**src/include/noise_gen_cfg.svh**
```systemverilog
`ifndef NOISE_GEN_CFG_SVH
`define NOISE_GEN_CFG_SVH

// lane count, also the width of one noise word
`define NG_LANES 16

// fibonacci shift register per lane
`define NG_LFSR_WIDTH 21
`define NG_TAP_HI 20
`define NG_TAP_LO 18

// longest burst and size of the destination table
`define NG_MAX_BURST 16

// register port address width
`define NG_ADDR_WIDTH 8

// tag carried with each sample
`define NG_DEST_WIDTH 8

`endif

```
**src/verilog/noise_gen_pkg.sv**
```systemverilog
`default_nettype none

`include "noise_gen_cfg.svh"

package noise_gen_pkg;

    localparam int sample_width = 32;
    localparam int burst_len_width = $clog2(`NG_MAX_BURST + 1);
    localparam int entry_width = $clog2(`NG_MAX_BURST);

    typedef enum logic [1:0] {
        okay = 2'd0,
        slverr = 2'd2
    } axil_resp_e;

    typedef enum logic {
        idle,
        working
    } burst_state_e;

    // master to slave
    typedef struct packed {
        logic awvalid;
        logic [`NG_ADDR_WIDTH-1:0] awaddr;
        logic wvalid;
        logic [31:0] wdata;
        logic [3:0] wstrb;
        logic bready;
        logic arvalid;
        logic [`NG_ADDR_WIDTH-1:0] araddr;
        logic rready;
    } axil_req_t;

    // slave to master
    typedef struct packed {
        logic awready;
        logic wready;
        logic bvalid;
        axil_resp_e bresp;
        logic arready;
        logic rvalid;
        logic [31:0] rdata;
        axil_resp_e rresp;
    } axil_rsp_t;

    typedef struct packed {
        logic [burst_len_width-1:0] burst_length;
        logic [`NG_MAX_BURST-1:0][`NG_DEST_WIDTH-1:0] dest_table;
    } noise_cfg_t;

    typedef struct packed {
        logic [sample_width-1:0] data;
        logic [`NG_DEST_WIDTH-1:0] dest;
        logic last;
    } noise_sample_t;

    // start states, lane 15 listed first
    localparam logic [`NG_LANES-1:0][`NG_LFSR_WIDTH-1:0] lane_seeds = '{
        21'h0C0FFE, 21'h16789A, 21'h034567, 21'h1EF012,
        21'h09ABCD, 21'h177889, 21'h044556, 21'h112233,
        21'h0FEDCB, 21'h154321, 21'h0ABCDE, 21'h1D2E3F,
        21'h02468A, 21'h13579B, 21'h0F3C21, 21'h1A6157
    };

endpackage

`default_nettype wire

```
**src/verilog/noise_regs.sv**
```systemverilog
`default_nettype none

`include "noise_gen_cfg.svh"

module noise_regs
    import noise_gen_pkg::*;
(
    input logic clock,
    input logic reset,
    input axil_req_t axil_req,
    output axil_rsp_t axil_rsp,
    output noise_cfg_t cfg
);

    localparam int idx_width = `NG_ADDR_WIDTH - 2;

    logic wr_ready;
    logic rd_ready;
    logic b_valid;
    logic r_valid;
    axil_resp_e b_resp;
    axil_resp_e r_resp;
    logic [31:0] r_data;

    logic wr_take;
    logic rd_take;
    logic wr_fire;
    logic rd_fire;

    logic wr_hit;
    logic rd_hit;
    logic [idx_width-1:0] wr_index;
    logic [idx_width-1:0] rd_index;
    logic [idx_width-1:0] wr_entry;
    logic [idx_width-1:0] rd_entry;
    logic [31:0] wr_old;
    logic [31:0] wr_merged;
    logic [31:0] rd_word;

    function automatic logic addr_hit(input logic [`NG_ADDR_WIDTH-1:0] addr);
        return (addr[1:0] == 2'b00) && (addr[`NG_ADDR_WIDTH-1:2] <= `NG_MAX_BURST);
    endfunction

    function automatic logic [31:0] merge_bytes(
        input logic [31:0] old_word,
        input logic [31:0] new_word,
        input logic [3:0] strb
    );
        logic [31:0] result;
        result = old_word;
        for (int b = 0; b < 4; b++) begin
            if (strb[b]) begin
                result[8*b +: 8] = new_word[8*b +: 8];
            end
        end
        return result;
    endfunction

    // both write channels must be present, one response in flight per direction
    assign wr_take = axil_req.awvalid && axil_req.wvalid && !wr_ready && !b_valid;
    assign rd_take = axil_req.arvalid && !rd_ready && !r_valid;
    assign wr_fire = wr_ready && axil_req.awvalid && axil_req.wvalid;
    assign rd_fire = rd_ready && axil_req.arvalid;

    // word index 0 is the length, 1..16 the table
    assign wr_hit = addr_hit(axil_req.awaddr);
    assign rd_hit = addr_hit(axil_req.araddr);
    assign wr_index = axil_req.awaddr[`NG_ADDR_WIDTH-1:2];
    assign rd_index = axil_req.araddr[`NG_ADDR_WIDTH-1:2];
    assign wr_entry = wr_index - 1'b1;
    assign rd_entry = rd_index - 1'b1;

    always_comb begin
        if (wr_index == '0) begin
            wr_old = 32'(cfg.burst_length);
        end else begin
            wr_old = 32'(cfg.dest_table[wr_entry[entry_width-1:0]]);
        end
        wr_merged = merge_bytes(wr_old, axil_req.wdata, axil_req.wstrb);
    end

    always_comb begin
        if (!rd_hit) begin
            rd_word = '0;
        end else if (rd_index == '0) begin
            rd_word = 32'(cfg.burst_length);
        end else begin
            rd_word = 32'(cfg.dest_table[rd_entry[entry_width-1:0]]);
        end
    end

    always_ff @(posedge clock) begin
        if (!reset) begin
            wr_ready <= 1'b0;
            rd_ready <= 1'b0;
            b_valid <= 1'b0;
            r_valid <= 1'b0;
            cfg <= '0;
        end else begin
            // ready is a single-cycle pulse
            wr_ready <= wr_take;
            rd_ready <= rd_take;

            if (wr_fire) begin
                b_valid <= 1'b1;
                if (wr_hit && wr_index == '0) begin
                    // oversized lengths saturate
                    if (wr_merged > `NG_MAX_BURST) begin
                        cfg.burst_length <= burst_len_width'(`NG_MAX_BURST);
                    end else begin
                        cfg.burst_length <= wr_merged[burst_len_width-1:0];
                    end
                end else if (wr_hit) begin
                    cfg.dest_table[wr_entry[entry_width-1:0]] <=
                        wr_merged[`NG_DEST_WIDTH-1:0];
                end
            end else if (b_valid && axil_req.bready) begin
                b_valid <= 1'b0;
            end

            if (rd_fire) begin
                r_valid <= 1'b1;
            end else if (r_valid && axil_req.rready) begin
                r_valid <= 1'b0;
            end
        end
    end

    // response payload
    always_ff @(posedge clock) begin
        if (wr_fire) begin
            if (wr_hit) begin
                b_resp <= okay;
            end else begin
                b_resp <= slverr;
            end
        end
        if (rd_fire) begin
            r_data <= rd_word;
            if (rd_hit) begin
                r_resp <= okay;
            end else begin
                r_resp <= slverr;
            end
        end
    end

    always_comb begin
        axil_rsp.awready = wr_ready;
        axil_rsp.wready = wr_ready;
        axil_rsp.bvalid = b_valid;
        axil_rsp.bresp = b_resp;
        axil_rsp.arready = rd_ready;
        axil_rsp.rvalid = r_valid;
        axil_rsp.rdata = r_data;
        axil_rsp.rresp = r_resp;
    end

endmodule

`default_nettype wire

```
**src/verilog/prbs_lane.sv**
```systemverilog
`default_nettype none

`include "noise_gen_cfg.svh"

module prbs_lane #(
    parameter logic [`NG_LFSR_WIDTH-1:0] SEED = `NG_LFSR_WIDTH'(1)
) (
    input logic clock,
    input logic reset,
    input logic advance,
    output logic bit_out
);

    logic [`NG_LFSR_WIDTH-1:0] state;
    logic feedback;

    // x^21 + x^19 + 1
    assign feedback = state[`NG_TAP_HI] ^ state[`NG_TAP_LO];

    always_ff @(posedge clock) begin
        if (!reset) begin
            state <= SEED;
        end else if (advance) begin
            state <= {state[`NG_LFSR_WIDTH-2:0], feedback};
        end
    end

    // top bit is the lane's noise bit
    assign bit_out = state[`NG_LFSR_WIDTH-1];

endmodule

`default_nettype wire

```
**src/verilog/noise_burst_ctrl.sv**
```systemverilog
`default_nettype none

`include "noise_gen_cfg.svh"

module noise_burst_ctrl
    import noise_gen_pkg::*;
(
    input logic clock,
    input logic reset,
    input noise_cfg_t cfg,
    input logic trigger,
    input logic [`NG_LANES-1:0] lane_bits,
    output logic advance,
    output noise_sample_t sample,
    output logic sample_valid,
    input logic sample_ready
);

    burst_state_e state;
    logic [entry_width-1:0] count;
    logic [entry_width-1:0] next_count;
    logic [`NG_DEST_WIDTH-1:0] dest_q;
    logic last_q;
    logic transfer;
    logic start;

    assign transfer = sample_valid && sample_ready;
    assign start = (state == idle) && trigger && (cfg.burst_length != '0);
    assign next_count = count + 1'b1;

    // lanes move only when a beat leaves
    assign advance = transfer;

    always_ff @(posedge clock) begin
        if (!reset) begin
            state <= idle;
            count <= '0;
        end else begin
            case (state)
                idle: begin
                    if (start) begin
                        state <= working;
                        count <= '0;
                    end
                end
                working: begin
                    if (transfer) begin
                        if (last_q) begin
                            state <= idle;
                        end else begin
                            count <= next_count;
                        end
                    end
                end
                default: begin
                    state <= idle;
                end
            endcase
        end
    end

    // tag and end marker for the beat on offer
    always_ff @(posedge clock) begin
        if (start) begin
            dest_q <= cfg.dest_table[0];
            last_q <= (cfg.burst_length == burst_len_width'(1));
        end else if (transfer && !last_q) begin
            dest_q <= cfg.dest_table[next_count];
            last_q <= (burst_len_width'(next_count) == cfg.burst_length - 1'b1);
        end
    end

    assign sample_valid = (state == working);

    // lane bits hold still until the transfer edge,
    // so the noise word is taken straight from the lanes
    always_comb begin
        sample.data = {{(sample_width - `NG_LANES){lane_bits[`NG_LANES-1]}}, lane_bits};
        sample.dest = dest_q;
        sample.last = last_q;
    end

endmodule

`default_nettype wire

```
**src/verilog/noise_generator.sv**
```systemverilog
`default_nettype none

`include "noise_gen_cfg.svh"

module noise_generator
    import noise_gen_pkg::*;
(
    input logic clock,
    input logic reset,
    input logic trigger,
    output logic active,
    input axil_req_t axil_req,
    output axil_rsp_t axil_rsp,
    output noise_sample_t sample,
    output logic sample_valid,
    input logic sample_ready
);

    noise_cfg_t cfg;
    logic advance;
    logic [`NG_LANES-1:0] lane_bits;

    noise_regs u_noise_regs (
        .clock(clock),
        .reset(reset),
        .axil_req(axil_req),
        .axil_rsp(axil_rsp),
        .cfg(cfg)
    );

    // one bit per lane, lane i lands in bit i
    for (genvar i = 0; i < `NG_LANES; i++) begin : g_lane
        prbs_lane #(
            .SEED(lane_seeds[i])
        ) u_prbs_lane (
            .clock(clock),
            .reset(reset),
            .advance(advance),
            .bit_out(lane_bits[i])
        );
    end

    noise_burst_ctrl u_noise_burst_ctrl (
        .clock(clock),
        .reset(reset),
        .cfg(cfg),
        .trigger(trigger),
        .lane_bits(lane_bits),
        .advance(advance),
        .sample(sample),
        .sample_valid(sample_valid),
        .sample_ready(sample_ready)
    );

    // a nonzero length arms the generator
    assign active = (cfg.burst_length != '0);

endmodule

`default_nettype wire

```
**config.mk**
```make
export PLATFORM = sky130hd
export DESIGN_NAME = noise_generator
export DESIGN_NICKNAME = d
export VERILOG_FILES = /design/src/verilog/noise_gen_pkg.sv /design/src/verilog/noise_regs.sv /design/src/verilog/prbs_lane.sv /design/src/verilog/noise_burst_ctrl.sv /design/src/verilog/noise_generator.sv
export VERILOG_INCLUDE_DIRS = /design/src /design/src/include
export SDC_FILE = /design/constraint.sdc
export NUM_CORES = 1
export LEC_CHECK = 0
export BUFFER_PORTS_ARGS = -buffer_cell sky130_fd_sc_hd__buf_2
export CORE_ASPECT_RATIO = 1.1
export CORE_MARGIN = 2
export CORE_UTILIZATION = 55
export CTS_BUF_LIST = sky130_fd_sc_hd__clkbuf_2 sky130_fd_sc_hd__clkbuf_4 sky130_fd_sc_hd__clkbuf_8
export CTS_CLUSTER_DIAMETER = 60
export CTS_CLUSTER_SIZE = 40
export DETAILED_ROUTE_END_ITERATION = 7
export PLACE_DENSITY = 0.76
export SKIP_LAST_GASP = 1
export SYNTH_ARGS = -nofsm -noshare
export SYNTH_HDL_FRONTEND = slang
export SYNTH_SLANG_ARGS = --single-unit
```
**constraint.sdc**
```tcl
create_clock -name clock -period 4.5 [get_ports clock]
set_input_delay 0.225 -clock clock [delete_from_list [all_inputs] [get_ports clock]]
set_output_delay 0.225 -clock clock [all_outputs]
set_load 0.01 [all_outputs]
```
==> out/qor.yml <==
outcome: "completed"
num_vias: 16700
synth_edf_count: 19
p_int_mw: 5.46
r2r_cells: 5
synthAdderAreaFrac: 0.00587
whs_path_depth: 3
synth-warning-count: 0
total_power_mw: 7.45
ys_ff_latch: 497
portBuffers: 118
synth-main-ff-cell: "dfxtp_1"
clock-sinks: 497
drtIter0Drc: 1591
r2r_slack_ns: 1.58
totalWireLength_um: 48300
worstMarginPinSlew_ns: 1.32
post-route-period-util: 0.650
fp.dieH_um: 211
fmax_mhz: 342
gr-usage-all-layers: 0.238
fin_util: 0.598
grt_setup_unrepaired: "false"
hold_viol: 0
p_seq_frac: 0.595
synth_compound_area_frac: 0.132
cp.arrival_ns: 3.34
post_cts_resized: 0
power.density_nw_per_um2: 326
grt_pass1_vias: 15100
maxCapViolCount: 0
dp_hpwl_um: 29800
switching_share: 0.267
netlist_area_sq_um: 21300
antenna_found_initial: 0
critical_path_class: "reg2reg"
wl_met3_um: 3260
synth_xor_area_frac: 0.0114
synth_cells: 2379
rr_endpoint: "u_noise_burst_ctrl.dest_q[5]"
drc: 0
wl_per_cell_um: 16.7
ys_seq_area_frac: 0.476
cts-root-buf: "clkbuf_8"
drt-vias-per-instance: 5.80
setup_tns_ns: 0
die_x_um: 192
dr_wl_met2_um: 22800
gp_congestion: 0.925
synth-simple-area-share: 0.192
p_clk_frac: 0.354
reg2reg_from: "u_noise_burst_ctrl.count[1]"
num_rows: 75
worstSkewPairLatency_ns: 0.68
relSlewSlack: 0.114
synthMuxAreaShare: 0.122
power_frac_comb: 0.052
die_area_sq_um: 40400
layout-drive-gt1-share: 0.150
cts_buffers: 30
vdd_drop_max_v: 0.000382
area_growth_syn_to_layout_pct: 7.09
power_switching_mw: 1.99
worst_slack_ns: 1.58
htree_levels: 1
drtAntennaViolNets: 0
crit_path_end_kind: "register"
dp.cells: 2813
hp-start: "axil_req[54]"
clkSlewWorstSetupHoldPaths_ns: 0.14
routed.top_layer: "met4"
clock_skew_ns: 0.0495
initial_core_util: 0.558
cts_tree: "done"
cts_setup_buffers: 0
clk_path_buf_depth: 3
num_io_pins: 145
ys_types: 63
dp_slack_ns: 0.928
synth.avg_cell_area_sq_um: 8.96
fin_nets: 2430
design_area_sq_um: 22800
cp_data_required_time_ns: 4.92
p_leak_nw: 8.81
synth_top_family_by_area: "simple AND/OR/NAND/NOR gates"
overflow: 0
instances_no_fill: 2883
slew_viol_final: 0
hold_path_class: "in2reg"
hold_ws_ns: 0.0812
fin_crit_ns: 2.92
core_sq_um: 38200
grt_max_degree: 152
wl_met1_um: 20400
synth-async-reset-ratio: 0
first_pass_iters: 5
setup_viol: 0
cp_max_fo: 34
grt_pass1_wl_um: 78700
dpl_cell_area_sq_um: 21800
n_antenna_cell: 0
start_kind: "register"
hold_end: "u_noise_regs.b_resp[1]"
## worst max-delay path, cell delays in order, from the launching register on
cell and delay, ns:
dfxtp_1 0.36, ha_2 0.32, buf_4 0.56, mux4_2 0.63
mux4_2 0.47, mux2_2 0.31
## timing repair
action,CTS,global route
endpoints found under the setup margin,0,0
hold endpoints to repair,24,0
hold buffers,14,0
## power by group through the flow
stage          clock network (mW)  registers, mW  logic (mW)
4_1_cts                      2.70           4.43       0.380
2_1_floorplan                   0           4.53       0.273
3_5_place_dp                    0           4.53       0.372
3_3_place_gp                    0           4.53       0.368
5_1_grt                      2.87           4.43       0.410
6_report                     2.63           4.43       0.386
## flip-flops by register name, indices dropped and copies added (netlist names)
register                         count
u_noise_burst_ctrl.sample_valid      1
u_noise_burst_ctrl.last_q            1
u_noise_regs.rd_ready                1
u_noise_regs.cfg                   133
u_noise_burst_ctrl.dest_q            8
u_noise_burst_ctrl.count             4
u_noise_regs.b_valid                 1
u_noise_regs.wr_ready                1
u_noise_regs.r_valid                 1
u_noise_regs.b_resp                  1
u_noise_regs.r_resp                  1
u_noise_regs.r_data                  8
g_lane.u_prbs_lane.state           336
## area by class of cell
class,instances,area (sq um)
clock buffer,32,434
multi-input combinational,1645,10000
sequential,497,10100
clock inverter,24,449
inverter,13,53.8
tap,500,626
timing repair buffer,172,1090
fill,3228,15400
## synthesized netlist by cell type (18+ instances only)
| library cell | instances | area share |
|---|---|---|
| mux2i_1 | 34 | 0.016 |
| xnor2_1 | 23 | 0.0094 |
| dfxtp_1 | 478 | 0.45 |
| a211oi_1 | 24 | 0.0084 |
| edfxtp_1 | 19 | 0.027 |
| a31oi_1 | 18 | 0.0053 |
| clkbuf_1 | 150 | 0.026 |
| a21oi_1 | 277 | 0.065 |
| buf_4 | 67 | 0.024 |
| o21ai_0 | 129 | 0.030 |
| nand3_1 | 174 | 0.041 |
| nor2_1 | 32 | 0.0056 |
| mux4_2 | 94 | 0.099 |
| nand2_1 | 676 | 0.12 |
## how the worst max path moves through the flow
stage | from | end | slack (ns) | cells past startpoint
floorplan | axil_req[3] | u_noise_regs.r_data[2] | 1.17 | 11
global placement | axil_req[50] | u_noise_regs.cfg[128] | 0.99 | 10
detailed placement | axil_req[50] | u_noise_regs.cfg[128] | 0.93 | 10
CTS | u_noise_burst_ctrl.count[1] | u_noise_burst_ctrl.dest_q[4] | 1.56 | 5
global route | axil_req[50] | u_noise_regs.cfg[69] | 1.36 | 11
finish | u_noise_burst_ctrl.count[1] | u_noise_burst_ctrl.dest_q[5] | 1.58 | 5
## kinds of logic after synthesis
| group | count (synthesis) |
|---|---|
| buf+inv | 262 |
| other cells | 1 |
| mux | 140 |
| fa+ha+maj | 10 |
| flops | 497 |
| compound gates | 495 |
| simple gates | 947 |
| xor+xnor | 27 |
## routing by layer
metal / GRT usage / vias to the layer above
met3: 0.0390 / 116
li1: - / 8078
met1: 0.322 / 7975
met5: 0 / -
met2: 0.386 / 543
met4: 0.0867 / 0
## placed cells by master (no fill, tap or decap), types with 6 or more instances in the layout
cell,instances
xnor2_1,21
nand2b_1,6
edfxtp_1,19
nor4_1,7
nor2_1,32
conb_1,26
a31oi_1,18
o21ai_0,129
nor4b_2,12
nand3_1,174
ha_1,9
clkbuf_8,32
mux4_2,94
a21oi_1,277
o211ai_1,10
nor2b_1,10
a22o_1,6
mux2_2,12
dlygate4sd3_1,14
buf_4,36
buf_2,117
nand2_1,675
inv_1,12
dfxtp_1,478
a211oi_1,24
nor3_1,7
mux2i_1,34
No activity file was read; power rests on OpenSTA's default activity.
